[config.mk]
export PLATFORM = sky130hd
export DESIGN_NAME = cache_top
export DESIGN_NICKNAME = d
export VERILOG_FILES = /design/src/cache_pkg.sv /design/src/cache_way.sv /design/src/cache_way_select.sv /design/src/cache_ctrl.sv /design/src/cache_top.sv
export SDC_FILE = /design/constraint.sdc
export NUM_CORES = 1
export LEC_CHECK = 0
export BUFFER_PORTS_ARGS = -buffer_cell sky130_fd_sc_hd__buf_2
export CORE_UTILIZATION = 63
export CTS_CLUSTER_SIZE = 20
export DETAILED_ROUTE_END_ITERATION = 6
export GPL_ROUTABILITY_DRIVEN = 0
export PLACE_DENSITY = 0.84
export SLEW_MARGIN = 15
export SYNTH_ARGS = -nofsm -noshare
export SYNTH_HDL_FRONTEND = slang
export SYNTH_SLANG_ARGS = --single-unit
export TNS_END_PERCENT = 20
[constraint.sdc]
create_clock -name clk -period 20.1 [get_ports clk]
set_input_delay 1.005 -clock clk [delete_from_list [all_inputs] [get_ports clk]]
set_output_delay 1.005 -clock clk [all_outputs]
set_load 0.1 [all_outputs]
[src/cache_pkg.sv]
`default_nettype none

package cache_pkg;

    // Address and data field widths
    localparam int WORD_W         = 16;
    localparam int WORDS_PER_LINE = 4;
    localparam int LINE_W         = WORD_W * WORDS_PER_LINE;
    localparam int OFFSET_W       = 2;
    localparam int INDEX_W        = 1;
    localparam int TAG_W          = 12;

    // Bit 0 is the byte within a word, so the offset starts at bit 1
    localparam int OFFSET_LSB = 1;
    localparam int INDEX_LSB  = OFFSET_LSB + OFFSET_W;
    localparam int TAG_LSB    = INDEX_LSB + INDEX_W;

    localparam int NUM_SETS = 1 << INDEX_W;

    typedef logic [WORD_W-1:0]   word_t;
    typedef logic [LINE_W-1:0]   line_t;
    typedef logic [TAG_W-1:0]    tag_t;
    typedef logic [INDEX_W-1:0]  index_t;
    typedef logic [OFFSET_W-1:0] offset_t;

    // Controller states
    typedef enum logic [2:0] {
        IDLE,
        LOOKUP,
        MEM_READ,
        MEM_WRITE,
        WAIT_POSTED
    } ctrl_state_t;

endpackage

`default_nettype wire

[src/cache_way.sv]
`timescale 1ns/100ps
`default_nettype none

module cache_way
    import cache_pkg::*;
(
    input  logic   clk,
    input  logic   i_rst_n,
    // Lookup port
    input  index_t i_lookup_index,
    input  tag_t   i_lookup_tag,
    // Write port
    input  logic   i_wr_en,
    input  index_t i_wr_index,
    input  tag_t   i_wr_tag,
    input  line_t  i_wr_line,
    input  logic   i_wr_valid,
    // Lookup result
    output logic   o_hit,
    output logic   o_valid,
    output line_t  o_line
);

    logic [NUM_SETS-1:0] valid_q;
    tag_t                tag_q  [NUM_SETS];
    line_t               line_q [NUM_SETS];

    always_ff @(posedge clk or negedge i_rst_n) begin
        if (!i_rst_n) begin
            valid_q <= '0;
        end else if (i_wr_en) begin
            valid_q[i_wr_index] <= i_wr_valid;
        end
    end

    // Tag and data arrays
    always_ff @(posedge clk) begin
        if (i_wr_en) begin
            tag_q[i_wr_index]  <= i_wr_tag;
            line_q[i_wr_index] <= i_wr_line;
        end
    end

    assign o_valid = valid_q[i_lookup_index];
    assign o_line  = line_q[i_lookup_index];
    assign o_hit   = o_valid && (tag_q[i_lookup_index] == i_lookup_tag);

endmodule

`default_nettype wire

[src/cache_way_select.sv]
`timescale 1ns/100ps
`default_nettype none

module cache_way_select
    import cache_pkg::*;
#(
    parameter int NUM_WAYS = 2,
    localparam int WAY_W = $clog2(NUM_WAYS)
) (
    input  logic                         clk,
    input  logic                         i_rst_n,
    // From the ways
    input  logic  [NUM_WAYS-1:0]         i_hit,
    input  logic  [NUM_WAYS-1:0]         i_valid,
    input  line_t [NUM_WAYS-1:0]         i_lines,
    // From the controller
    input  index_t                       i_index,
    input  offset_t                      i_offset,
    input  logic                         i_touch,
    input  logic  [WAY_W-1:0]            i_touch_way,
    // Merged results
    output logic                         o_hit_any,
    output logic  [WAY_W-1:0]            o_hit_way,
    output line_t                        o_hit_line,
    output word_t                        o_word,
    output logic  [WAY_W-1:0]            o_victim_way
);

    localparam logic [WAY_W-1:0] OLDEST = WAY_W'(NUM_WAYS - 1);

    // Age 0 is most recent
    logic [WAY_W-1:0] age [NUM_SETS][NUM_WAYS];
    logic [WAY_W-1:0] touch_age;
    logic             victim_found;

    // At most one way hits
    always_comb begin
        o_hit_any  = 1'b0;
        o_hit_way  = '0;
        o_hit_line = '0;
        for (int w = 0; w < NUM_WAYS; w++) begin
            if (i_hit[w]) begin
                o_hit_any  = 1'b1;
                o_hit_way  = WAY_W'(w);
                o_hit_line = i_lines[w];
            end
        end
    end

    assign o_word = o_hit_line[i_offset*WORD_W +: WORD_W];

    // Lowest invalid way first, else the oldest
    always_comb begin
        victim_found = 1'b0;
        o_victim_way = '0;
        for (int w = 0; w < NUM_WAYS; w++) begin
            if (!i_valid[w] && !victim_found) begin
                victim_found = 1'b1;
                o_victim_way = WAY_W'(w);
            end
        end
        if (!victim_found) begin
            for (int w = 0; w < NUM_WAYS; w++) begin
                if (age[i_index][w] == OLDEST) begin
                    o_victim_way = WAY_W'(w);
                end
            end
        end
    end

    assign touch_age = age[i_index][i_touch_way];

    always_ff @(posedge clk or negedge i_rst_n) begin
        if (!i_rst_n) begin
            for (int s = 0; s < NUM_SETS; s++) begin
                for (int w = 0; w < NUM_WAYS; w++) begin
                    age[s][w] <= WAY_W'(w);
                end
            end
        end else if (i_touch) begin
            for (int w = 0; w < NUM_WAYS; w++) begin
                if (WAY_W'(w) == i_touch_way) begin
                    age[i_index][w] <= '0;
                end else if (age[i_index][w] < touch_age) begin
                    age[i_index][w] <= age[i_index][w] + 1'b1;
                end
            end
        end
    end

endmodule

`default_nettype wire

[src/cache_ctrl.sv]
`timescale 1ns/100ps
`default_nettype none

module cache_ctrl
    import cache_pkg::*;
#(
    parameter int NUM_WAYS = 2,
    localparam int WAY_W = $clog2(NUM_WAYS)
) (
    input  logic                clk,
    input  logic                i_rst_n,
    // Processor side
    input  logic                i_read,
    input  logic                i_write,
    input  word_t               i_addr,
    input  word_t               i_wdata,
    output word_t               o_rdata,
    output logic                o_ready,
    // Memory side
    output logic                o_mem_read,
    output logic                o_mem_write,
    output word_t               o_mem_addr,
    output logic                o_mem_line,
    output line_t               o_mem_wdata,
    input  line_t               i_mem_rdata,
    input  logic                i_mem_ready,
    // Way array control
    output index_t              o_lookup_index,
    output tag_t                o_lookup_tag,
    output logic [NUM_WAYS-1:0] o_way_wr,
    output index_t              o_wr_index,
    output tag_t                o_wr_tag,
    output line_t               o_wr_line,
    output logic                o_wr_valid,
    // Selector results
    input  logic                i_hit_any,
    input  logic [WAY_W-1:0]    i_hit_way,
    input  line_t               i_hit_line,
    input  word_t               i_word,
    input  logic [WAY_W-1:0]    i_victim_way,
    // LRU update and word select
    output logic                o_touch,
    output logic [WAY_W-1:0]    o_touch_way,
    output offset_t             o_offset
);

    ctrl_state_t state;

    word_t   req_addr;
    word_t   req_wdata;
    logic    req_write;
    logic    pending;

    index_t  req_index;
    tag_t    req_tag;
    offset_t req_offset;
    word_t   aligned_addr;

    logic    accept;
    logic    need_mem;
    logic    hold_for_post;
    line_t   merged_line;
    word_t   fill_word;

    assign req_tag      = req_addr[TAG_LSB +: TAG_W];
    assign req_index    = req_addr[INDEX_LSB +: INDEX_W];
    assign req_offset   = req_addr[OFFSET_LSB +: OFFSET_W];
    assign aligned_addr = {req_addr[WORD_W-1:INDEX_LSB], {INDEX_LSB{1'b0}}};

    assign o_ready = (state == IDLE);
    assign accept  = o_ready && (i_read ^ i_write);

    // Writes and misses both have to go out to memory
    assign need_mem      = req_write || !i_hit_any;
    assign hold_for_post = need_mem && pending;

    assign o_lookup_index = req_index;
    assign o_lookup_tag   = req_tag;
    assign o_offset       = req_offset;

    // Hit line with the new word dropped in
    always_comb begin
        merged_line = i_hit_line;
        merged_line[req_offset*WORD_W +: WORD_W] = req_wdata;
    end

    assign fill_word = i_mem_rdata[req_offset*WORD_W +: WORD_W];

    // Way write and LRU touch for write hits and fills
    assign o_wr_index = req_index;
    assign o_wr_tag   = req_tag;
    assign o_wr_valid = 1'b1;

    always_comb begin
        o_way_wr    = '0;
        o_wr_line   = merged_line;
        o_touch     = 1'b0;
        o_touch_way = i_hit_way;
        if (state == LOOKUP && i_hit_any && !hold_for_post) begin
            o_touch = 1'b1;
            if (req_write) begin
                o_way_wr[i_hit_way] = 1'b1;
            end
        end else if (state == MEM_READ && i_mem_ready) begin
            o_way_wr[i_victim_way] = 1'b1;
            o_wr_line              = i_mem_rdata;
            o_touch                = 1'b1;
            o_touch_way            = i_victim_way;
        end
    end

    always_ff @(posedge clk or negedge i_rst_n) begin
        if (!i_rst_n) begin
            state       <= IDLE;
            req_write   <= 1'b0;
            pending     <= 1'b0;
            o_mem_read  <= 1'b0;
            o_mem_write <= 1'b0;
            o_mem_line  <= 1'b0;
        end else begin
            // Posted line write retires whatever state we are in
            if (pending && i_mem_ready) begin
                pending     <= 1'b0;
                o_mem_write <= 1'b0;
            end

            case (state)
                IDLE: begin
                    if (accept) begin
                        req_write <= i_write;
                        state     <= LOOKUP;
                    end
                end
                LOOKUP: begin
                    if (hold_for_post) begin
                        state <= WAIT_POSTED;
                    end else if (!req_write && i_hit_any) begin
                        state <= IDLE;
                    end else if (!req_write) begin
                        o_mem_read <= 1'b1;
                        o_mem_line <= 1'b1;
                        state      <= MEM_READ;
                    end else if (i_hit_any) begin
                        // Post the line write and let the processor go on
                        o_mem_write <= 1'b1;
                        o_mem_line  <= 1'b1;
                        pending     <= 1'b1;
                        state       <= IDLE;
                    end else begin
                        o_mem_write <= 1'b1;
                        o_mem_line  <= 1'b0;
                        state       <= MEM_WRITE;
                    end
                end
                MEM_READ: begin
                    if (i_mem_ready) begin
                        o_mem_read <= 1'b0;
                        state      <= IDLE;
                    end
                end
                MEM_WRITE: begin
                    if (i_mem_ready) begin
                        o_mem_write <= 1'b0;
                        state       <= IDLE;
                    end
                end
                WAIT_POSTED: begin
                    // Look up again once the bus is free
                    if (i_mem_ready || !pending) begin
                        state <= LOOKUP;
                    end
                end
                default: begin
                    state <= IDLE;
                end
            endcase
        end
    end

    // Request, read data and memory payload
    always_ff @(posedge clk) begin
        if (accept) begin
            req_addr  <= i_addr;
            req_wdata <= i_wdata;
        end
        if (state == LOOKUP && !hold_for_post) begin
            if (!req_write && i_hit_any) begin
                o_rdata <= i_word;
            end else if (!req_write) begin
                o_mem_addr <= aligned_addr;
            end else if (i_hit_any) begin
                o_mem_addr  <= aligned_addr;
                o_mem_wdata <= merged_line;
            end else begin
                // Single word in the low bits
                o_mem_addr  <= req_addr;
                o_mem_wdata <= {{(LINE_W-WORD_W){1'b0}}, req_wdata};
            end
        end
        if (state == MEM_READ && i_mem_ready) begin
            o_rdata <= fill_word;
        end
    end

endmodule

`default_nettype wire

[src/cache_top.sv]
`timescale 1ns/100ps
`default_nettype none

module cache_top
    import cache_pkg::*;
#(
    parameter int NUM_WAYS = 2,
    localparam int WAY_W = $clog2(NUM_WAYS)
) (
    input  logic  clk,
    input  logic  i_rst_n,
    // Processor side
    input  logic  i_read,
    input  logic  i_write,
    input  word_t i_addr,
    input  word_t i_wdata,
    output word_t o_rdata,
    output logic  o_ready,
    // Memory side
    output logic  o_mem_read,
    output logic  o_mem_write,
    output word_t o_mem_addr,
    output logic  o_mem_line,
    output line_t o_mem_wdata,
    input  line_t i_mem_rdata,
    input  logic  i_mem_ready
);

    index_t                lookup_index;
    tag_t                  lookup_tag;
    logic [NUM_WAYS-1:0]   way_wr;
    index_t                wr_index;
    tag_t                  wr_tag;
    line_t                 wr_line;
    logic                  wr_valid;

    logic  [NUM_WAYS-1:0]  way_hit;
    logic  [NUM_WAYS-1:0]  way_valid;
    line_t [NUM_WAYS-1:0]  way_lines;

    logic                  hit_any;
    logic [WAY_W-1:0]      hit_way;
    line_t                 hit_line;
    word_t                 sel_word;
    logic [WAY_W-1:0]      victim_way;
    logic                  touch;
    logic [WAY_W-1:0]      touch_way;
    offset_t               offset;

    cache_ctrl #(
        .NUM_WAYS(NUM_WAYS)
    ) i_ctrl (
        .clk            (clk),
        .i_rst_n        (i_rst_n),
        .i_read         (i_read),
        .i_write        (i_write),
        .i_addr         (i_addr),
        .i_wdata        (i_wdata),
        .o_rdata        (o_rdata),
        .o_ready        (o_ready),
        .o_mem_read     (o_mem_read),
        .o_mem_write    (o_mem_write),
        .o_mem_addr     (o_mem_addr),
        .o_mem_line     (o_mem_line),
        .o_mem_wdata    (o_mem_wdata),
        .i_mem_rdata    (i_mem_rdata),
        .i_mem_ready    (i_mem_ready),
        .o_lookup_index (lookup_index),
        .o_lookup_tag   (lookup_tag),
        .o_way_wr       (way_wr),
        .o_wr_index     (wr_index),
        .o_wr_tag       (wr_tag),
        .o_wr_line      (wr_line),
        .o_wr_valid     (wr_valid),
        .i_hit_any      (hit_any),
        .i_hit_way      (hit_way),
        .i_hit_line     (hit_line),
        .i_word         (sel_word),
        .i_victim_way   (victim_way),
        .o_touch        (touch),
        .o_touch_way    (touch_way),
        .o_offset       (offset)
    );

    // One storage block per way
    for (genvar g = 0; g < NUM_WAYS; g++) begin : g_way
        cache_way i_way (
            .clk            (clk),
            .i_rst_n        (i_rst_n),
            .i_lookup_index (lookup_index),
            .i_lookup_tag   (lookup_tag),
            .i_wr_en        (way_wr[g]),
            .i_wr_index     (wr_index),
            .i_wr_tag       (wr_tag),
            .i_wr_line      (wr_line),
            .i_wr_valid     (wr_valid),
            .o_hit          (way_hit[g]),
            .o_valid        (way_valid[g]),
            .o_line         (way_lines[g])
        );
    end

    cache_way_select #(
        .NUM_WAYS(NUM_WAYS)
    ) i_select (
        .clk          (clk),
        .i_rst_n      (i_rst_n),
        .i_hit        (way_hit),
        .i_valid      (way_valid),
        .i_lines      (way_lines),
        .i_index      (lookup_index),
        .i_offset     (offset),
        .i_touch      (touch),
        .i_touch_way  (touch_way),
        .o_hit_any    (hit_any),
        .o_hit_way    (hit_way),
        .o_hit_line   (hit_line),
        .o_word       (sel_word),
        .o_victim_way (victim_way)
    );

endmodule

`default_nettype wire

# Word level (Yosys, flattened, before mapping)
# Memory sizes are Yosys's and may differ from the RTL's. A register that Yosys moved wholly into a read port is not among the register bits.
# Index checks and enable logic that the tools add are counted.
# op_classes
addsub	3
mul	0
div_mod_pow	0
n_lt_le_gt_ge	11
eq_ne	13
n_shift	4
n_mux	87
bitwise	12
n_reduce_logical	35
# ops
operator	n
two-way mux 64 bit	4
variable part select 64 x 7 -> 16 bit	2
bitwise mux 64 bit	1
two-way mux 16 bit	4
variable shift 16 x 34 -> 64 bit (first input constant)	1
variable part select 16 x 34 -> 64 bit	1
two-way mux 1 bit	49
negation 6 -> 34 bit	1
equality test 12 bit	2
two-way mux 4 bit	5
two-way mux 3 bit	6
two-way mux 2 bit	8
logical AND 1 bit	15
case mux 3 bit (4 select lines)	1
inequality test 2 bit (second input constant)	5
AND reduction 3 bit	3
bitwise AND 4 bit	2
bitwise mux 4 bit	2
inverter 4 bit	2
equality test 3 x 2 -> 1 bit (second input constant)	2
less-than comparator 1 x 2 -> 1 bit (second input constant)	3
AND reduction 2 bit	3
nonzero test 2 bit	3
logical NOT 1 bit	5
other kinds (19)	35
# word_totals
regBits	144
latchBits	0
ram_bits	304
rom_bits	0
inputBits	101
out_inout_bits	100
memories	4
# memory_table
name	words	word_bits	rd	rd_ports_with_merged_regs	write_ports	line_no	source
g_way[0].i_way.line_q	2	64	1	1	1	cache_way.sv:26	line_t line_q [NUM_SETS];
g_way[1].i_way.line_q	2	64	1	1	1	cache_way.sv:26	
g_way[0].i_way.tag_q	2	12	1	1	1	cache_way.sv:25	tag_t tag_q [NUM_SETS];
g_way[1].i_way.tag_q	2	12	1	1	1	cache_way.sv:25	

# Longest topological paths before layout
# Gate-level depths: netlist of the first run.
# depth
depth_word	22
depth_mapped	14
depth_no_buf	8

# Modules after synthesis
# Synthesis of the first run repeated with hierarchy kept, for this count alone.
# unflattened
cells_unflattened	1290
hier_area_um2	19976.7
# modules_own_cells
mod	instances	cells_per_inst	area_each_um2	seq_area_each_um2
cache_ctrl	1	637	7269.5	4043.9
cache_way at g_way[0].i_way	1	264	5716.7	4614.4
cache_way at g_way[1].i_way	1	261	5706.7	4614.4
cache_way_select	1	128	1283.7	102.6

# Worst setup path before layout of the first run
# No wires, ideal clock.
# synth_timing
kind	register to register
start	reg i_ctrl.state[0]
end	mem g_way[1].i_way.line_q[0][0] in the netlist's numbering (enable)
setup_ns	0.511
arrival_time_ns	5.995
path_slack_ns	13.594
path_stages_with_launch	8
n_path_buf	0
path_cell_list	dfrtp_1 -> inv_1 -> or3_1 -> nor2_1 -> nand2_1 -> inv_1 -> a22oi_1 -> nor2_1
# synth_via
elab_chain_cells	6
elab_cells_between_ends	9
# synth_lines
item	line_no	source
from (decl)	cache_ctrl.sv:47	ctrl_state_t state;
from (signal assigned)	cache_ctrl.sv:114	state <= IDLE;
from (signal assigned)	cache_ctrl.sv:131	state <= LOOKUP;
from (signal assigned)	cache_ctrl.sv:136	state <= WAIT_POSTED;
equality test 3 x 2 -> 1 bit or equality test 3 x 1 -> 1 bit (tied branches)	cache_ctrl.sv:104, cache_ctrl.sv:99	
logical AND 1 bit (on tied branches)	cache_ctrl.sv:104, cache_ctrl.sv:99	
two-way mux 2 bit or logical AND 1 bit (tied branches)	cache_ctrl.sv:104, cache_ctrl.sv:99	
two-way mux 2 bit (*)	cache_ctrl.sv:99	if (state == LOOKUP && i_hit_any && !hold_for_post) begin
two-way mux 1 bit (*)	cache_way.sv:38	if (i_wr_en) begin
two-way mux 1 bit (implied by the code) (*)	cache_way.sv:40	line_q[i_wr_index] <= i_wr_line;
to (decl)	cache_way.sv:26	
# Mark *: on every way between the ends. The rest lies on a longest branch, timed or not.

==> run summary, run 1 <==
status - complete, no violations
Slew @ Worst Pin - 1.22 ns
prevailing post-synth register cell - edfxtp_1
number of flops mapped to enable cells by yosys - 432
WP data arrival - 5.18 ns
crit path capture type - flip-flop
antenna viol nets, final - 0
endpoints failing hold - 0
syn nets - 1463
Final Max Slew Viols - 0
core outline area - 30000 sq um
clock latency on the worst-skew pair - 0.55 ns
Net Sw Frac - 0.358
Setup CP Type - reg2reg
I/O pin cnt - 201
TritonCTS clock tree - built
Max Freq - 199 MHz
Clock Path Buffers - 3
cell area after synthesis - 19400 sq um
clock network fraction of total power - 0.283
GRT overflow - 0
Root Buffer - clkbuf_16
H-tree depth - 2
register area share after synthesis - 0.692
Worst Clk Skew - 0.0291 ns
Routed WL - 51600 microns
Sequential Power Share - 0.436
post-detailed-route wirelength per cell - 26.2 microns
PostCTS Resize Cnt - 0
# DRC - 0
Final Cycle Share - 0.250
post-layout util - 0.741
Synth async-reset ratio - 0.0356
cell row count - 63
post-synthesis instance total - 1357
#FFs+latches synth - 449
initial antenna violation count - 1
R2R cell count - 8
Post-DP HPWL - 32400 microns
Critical Path Fanout Max - 56
Port Buffers - 200
die width - 177 microns
share of post-route cells with drive strength above 1 - 0.246
Hold/Removal Path Class - in2async
power per cell area - 130 nW/um^2
Area growth, synth to finish - 14.6%
post-DR vias/cell - 6.81
Die Y - 177 microns
1st-pass router iterations - 6
cts hold-fix bufs - 0
LEAKAGE - 0.00780 uW
first-pass GRT wire length - 76900 microns
DRT iter0 DRCs - 2061
Final min period - 5.03 ns
Pint - 1850 uW
mean area per synthesized cell - 14.3 sq um
post-CTS setup buffer count - 0
post-synth cell types - 64
clock sink count - 449
gr usage total - 0.331
Peak supply drop - 97.2 uV
combinational group share of total power - 0.280
Yosys Warn Count - 0
CP required - 20.26 ns
via count - 13400
RSZ-0062 raised after global routing - false
Starting Density - 0.646
clock buffer count from CTS - 45
total net switching power - 1030 uW
Final nets - 1649
Worst-path clk slew - 0.06 ns
DIE AREA - 31400 sq um
Fill cells - 1776
number of global-route vias before repair - 12900
# setup viols final - 0
max cap viols - 0
Fin Setup TNS - 0 ns
critical path startpoint category - flip-flop
largest net degree at the start of global routing - 78
max_slew headroom - 0.188
## metal layers
| layer | vias up | wire length [microns] | track usage | share of wire |
|---|---|---|---|---|
| li1 | 5627 | - | - | - |
| met4 | 2 | 2190 | 0.136 | 0.042 |
| met5 | - | 8 | 0 | 0.00015 |
| met2 | 1141 | 24200 | 0.514 | 0.47 |
| met1 | 6455 | 18600 | 0.456 | 0.36 |
| met3 | 195 | 6650 | 0.0775 | 0.13 |
## power by group through the flow
stage	clock network, uW	logic [uW]	registers [uW]
floorplan	0	383	1480
global placement	0	768	1270
detailed placement	0	786	1270
CTS	817	795	1250
global route	851	841	1260
finish	815	806	1250
## critical path, cell delays in order, from the launching register on
cell and delay [ns]:
dfxtp_4 0.63, mux2i_1 0.28, xnor2_1 0.17, nor4b_2 0.32, and4_2 0.26, buf_4 0.70
a22oi_1 0.45, nor2_4 1.02, buf_4 0.73
## per-stage QoR
step	instance area (sq um)	instances	power [uW]	setup WS, ns	hold slack [ns]
final	22200	1970	2880	15.08	0.370
after global routing	22200	1969	2950	14.91	0.381
after CTS	22200	1969	2860	15.10	0.372
after detailed placement	20700	1886	2050	15.19	0.484
after global placement	20700	1886	2030	15.34	0.469
after floorplan	19400	1357	1860	13.59	0.447
## Yosys cell counts, types with 7 or more instances
master	instances	share of area
mux4_2	37	0.043
nand3_1	20	0.0052
o221ai_1	9	0.0041
a221oi_1	9	0.0041
a21oi_1	97	0.025
a2bb2oi_1	12	0.0054
nand2_1	168	0.033
xor2_1	16	0.0072
inv_1	10	0.0019
mux2i_1	53	0.027
a211o_1	7	0.0032
a31oi_1	64	0.021
dfrtp_1	14	0.018
o21ai_0	17	0.0044
a311oi_1	9	0.0041
buf_1	9	0.0017
a22oi_1	13	0.0050
o31a_1	7	0.0032
edfxtp_1	432	0.67
nand2b_1	30	0.0097
o211ai_1	14	0.0054
xnor2_1	9	0.0041
and3_1	13	0.0042
nor3_1	8	0.0021
a22o_1	9	0.0041
clkbuf_1	49	0.0095
mux2_2	21	0.012
nor2_1	101	0.020
buf_2	19	0.0049
## flip-flops by register name (all words and copies together), names as in the netlist, named ones only
signal and cells:
g_way.i_way.line_q 256, g_way.i_way.tag_q 48, g_way.i_way.valid_q 4, i_ctrl.o_mem_addr 16
i_ctrl.o_mem_line 1, i_ctrl.o_mem_read 1, i_ctrl.o_mem_wdata 64, i_ctrl.o_mem_write 1
i_ctrl.o_rdata 16, i_ctrl.pending 1, i_ctrl.req_addr 16, i_ctrl.req_wdata 16
i_ctrl.req_write 1, i_ctrl.state 3, i_select.age 4
## cell families after synthesis
family,count (synthesis),share of synthesized area
simple gates,368,0.0858
xor+xnor,25,0.0113
flops,449,0.692
mux,111,0.0826
compound gates,303,0.103
buf+inv,96,0.0224
fa+ha+maj,5,0.00323
## layout make-up
class                   instances  area (sq um)  area share
repair buffers                224          1180      0.0532
flip-flops and latches        449         13400       0.604
clock inverters                28           238      0.0107
well taps                     390           488      0.0220
clock buffers                  55          1190      0.0539
inverters                      11          41.3     0.00186
multi-input cells             812          5640       0.254
diodes                          1          2.50    0.000113
## layout by cell type (no fill, tap or decap), types with 13 or more instances in the layout
cell type,netlist,layout
a21oi_1,97,97
a22oi_1,13,13
a31oi_1,64,64
buf_2,19,200
buf_4,1,24
clkbuf_16,0,46
dfrtp_1,14,14
edfxtp_1,432,432
mux2_2,21,21
mux2i_1,53,53
mux4_2,37,37
nand2_1,168,168
nand2b_1,30,30
nand3_1,20,19
nor2_1,101,97
o211ai_1,14,14
o21ai_0,17,17
xor2_1,16,16
## final timing paths
path	slack, ns	end
hold reg to reg	0.51	g_way[1].i_way.valid_q[0]$_DFFE_PN0N_
max in group asynchronous	19.41	i_select.age[0]$_DFFE_PN1P_
setup reg to reg	15.08	g_way[1].i_way.line_q[1][11]$_DFFE_PP_
min in group clk	0.51	g_way[1].i_way.valid_q[0]$_DFFE_PN0N_
setup / recovery	15.08	g_way[1].i_way.line_q[1][11]$_DFFE_PP_
hold / removal	0.37	i_ctrl.state[0]$_DFFE_PN0P_
Power figures use the tool's default switching activity.
==> run 2, diff against run 1 <==
Settings changed: CORE_UTILIZATION 63 to 59, PLACE_DENSITY 0.84 to 0.79.
Clock period 20.1 ns to 5.2 ns, I/O delays scaled along.
==> run 2 against run 1 <==
  * Utilization fell by 3.1 points
  * Critical path depth rose by 1
  * Sequential power rose to 3.9 times the previous value
  * Die area rose by 6.7%
  * Sequential cell count did not move
  * Setup slack got worse by 14 ns
  * Total power rose to 3.9 times the previous value
==> run summary, run 2 (same netlist as run 1, synthesis figures left out) <==
slowest CP cell - dfxtp_4
clock buffer count from CTS - 45 (unchanged)
endpoints failing hold - 0 (unchanged)
Fin Setup TNS - 0 ns (unchanged)
Routed WL - 53600 microns (+3.9%)
I/O pin cnt - 201 (unchanged)
PostCTS Resize Cnt - 0 (unchanged)
Clock Path Buffers - 3 (unchanged)
grt met3 use - 0.0739 (-0.00368)
Starting Density - 0.606 (-0.0406)
commonest non-fill, non-tap cells in the layout - edfxtp_1 (432), buf_2 (200), nand2_1 (168), nor2_1 (98), a21oi_1 (97)
Final Max Slew Viols - 0 (unchanged)
post-layout util - 0.710 (-0.0308)
critical path startpoint category - flip-flop
max_slew headroom - 0.246 (+0.0581)
power per cell area - 488 nW/um^2 (+280%)
CP top delay family - simple AND/OR/NAND/NOR gates
TritonCTS clock tree - built
RSZ-0062 raised after global routing - false
max cap viols - 0 (unchanged)
Final min period - 3.86 ns (-1.17 ns)
post-CTS setup buffer count - 0 (unchanged)
DRT iter0 DRCs - 2096 (+1.7%)
Final Cycle Share - 0.742 (+0.492)
post-detailed-route wirelength per cell - 25.9 microns (-1.1%)
cell row count - 65 (+3.2%)
biggest regs - g_way.i_way.line_q x256, i_ctrl.o_mem_wdata x64, g_way.i_way.tag_q x48
dpl cell area - 20900 sq um (+0.90%)
Hold/Removal Path Class - in2reg
share of post-route cells with drive strength above 1 - 0.247 (+0.000267)
antenna viol nets, final - 0 (unchanged)
Worst Clk Skew - 0.0254 ns (-0.00363 ns)
clock latency on the worst-skew pair - 0.56 ns (about the same)
Area growth, synth to finish - 17.1%
Die Y - 183 microns (+3.3%)
met1 usage - 0.456 (+0.000659)
number of global-route vias before repair - 13000 (+0.72%)
Setup CP Type - reg2reg
H-tree depth - 2 (unchanged)
core outline area - 32000 sq um (+6.7%)
status - complete, no violations
CP cell instances - mux2i_1, xor2_1, nand4_1, nor4_4, nor2_4, buf_4, nor2_1, nand2_1, a31oi_1
Largest register FFs - 256 (unchanged)
CP required - 5.51 ns (-14.75 ns)
WP data arrival - 4.17 ns (-1.01 ns)
clock sink count - 449 (unchanged)
post-DR vias/cell - 6.58 (-3.5%)
crit path capture type - flip-flop
Inst Count DP - 1946 (+3.2%)
Worst-path clk slew - 0.06 ns (about the same)
1st-pass router iterations - 6 (unchanged)
DIE AREA - 33500 sq um (+6.7%)
# DRC - 0 (unchanged)
Max Freq - 259 MHz (+30%)
Final nets - 1699 (+3.0%)
first-pass GRT wire length - 79300 microns (+3.1%)
crit path buf inv count - 1 (-1)
largest net degree at the start of global routing - 67 (-14%)
Peak supply drop - 342 uV (+250%)
Top reg by flops - g_way.i_way.line_q
GRT overflow - 0 (unchanged)
Global Route met2 Usage - 0.480 (-0.0340)
Fill cells - 2034 (+15%)
most common cell after layout, fill and taps aside - edfxtp_1
CP max stage delay - 0.79 ns (-0.23 ns)
Critical Path Fanout Max - 41 (-27%)
final cell count without fillers - 2069 (+5.0%)
# setup viols final - 0 (unchanged)
Slew @ Worst Pin - 1.13 ns (-0.0872 ns)
Post-DP HPWL - 35200 microns (+8.4%)
Root Buffer - clkbuf_16
via count - 13600 (+1.4%)
LEAKAGE - 0.00801 uW (+2.6%)
fin area - 22700 sq um (+2.3%)
gr usage total - 0.322 (-0.00938)
Port Buffers - 200 (unchanged)
initial antenna violation count - 3 (+2)
cts hold-fix bufs - 35 (+35)
die width - 183 microns (+3.3%)
most used routing layer - met2
run 2: metrics by stage:
| stage | total power, uW | hold slack [ns] | setup WS (ns) |
|---|---|---|---|
| CTS | 11000 | 0.0845 | 1.37 |
| finish | 11100 | 0.0910 | 1.34 |
| detailed placement | 7980 | 0.194 | 1.43 |
| floorplan | 7190 | -0.0356 | -0.0745 |
| global route | 11400 | 0.113 | 1.10 |
| global placement | 7910 | 0.189 | 1.53 |
run 2: power breakdown:
group / leakage (uW) / switching, uW / total [uW] / internal, uW
clock: 0.000680 / 1350 / 3060 / 1710
combinational: 0.00315 / 2350 / 3150 / 794
sequential: 0.00418 / 303 / 4870 / 4570
run 2: layer usage:
layer | share of wire | wire length, microns
met5 | 0 | 0
met4 | 0.041 | 2210
met3 | 0.12 | 6500
met2 | 0.46 | 24600
met1 | 0.38 | 20400
run 2: path summary, 6_finish.rpt:
path | start | end | slack, ns | cells after the start
worst max register to register | flip-flop | g_way[1].i_way.line_q[0][59]$_DFFE_PP_ | 1.34 | 9
worst min-delay path | i_read | i_ctrl.req_write$_DFFE_PN0P_ | 0.09 | 4
max in group asynchronous | i_rst_n | i_select.age[2]$_DFFE_PN1P_ | 4.75 | 2
min in group asynchronous | i_rst_n | i_select.age[1]$_DFFE_PN0P_ | 0.15 | 2
worst max-delay path | flip-flop | g_way[1].i_way.line_q[0][59]$_DFFE_PP_ | 1.34 | 9
worst min register to register | i_ctrl.o_mem_line$_DFFE_PN0P_ | i_ctrl.o_mem_line$_DFFE_PN0P_ | 0.49 | 1
run 2: layout make-up:
cell class                 count  area, sq um  share of cell area
multi-input combinational    812         5620               0.248
inverter                      11         41.3             0.00182
tap                          435          544              0.0240
sequential                   449        13400               0.591
clock inverter                28          181             0.00800
timing repair buffer         274         1680              0.0741
antenna                        4         10.0            0.000441
clock buffer                  56         1210              0.0533
run 2: worst reg2reg max path: stages, from the launching register on:
cell and delay [ns]:
dfxtp_4 0.79, mux2i_1 0.31, xor2_1 0.18, nand4_1 0.17, nor4_4 0.63, nor2_4 0.23, buf_4 0.29, nor2_1 0.50
nand2_1 0.14, a31oi_1 0.36
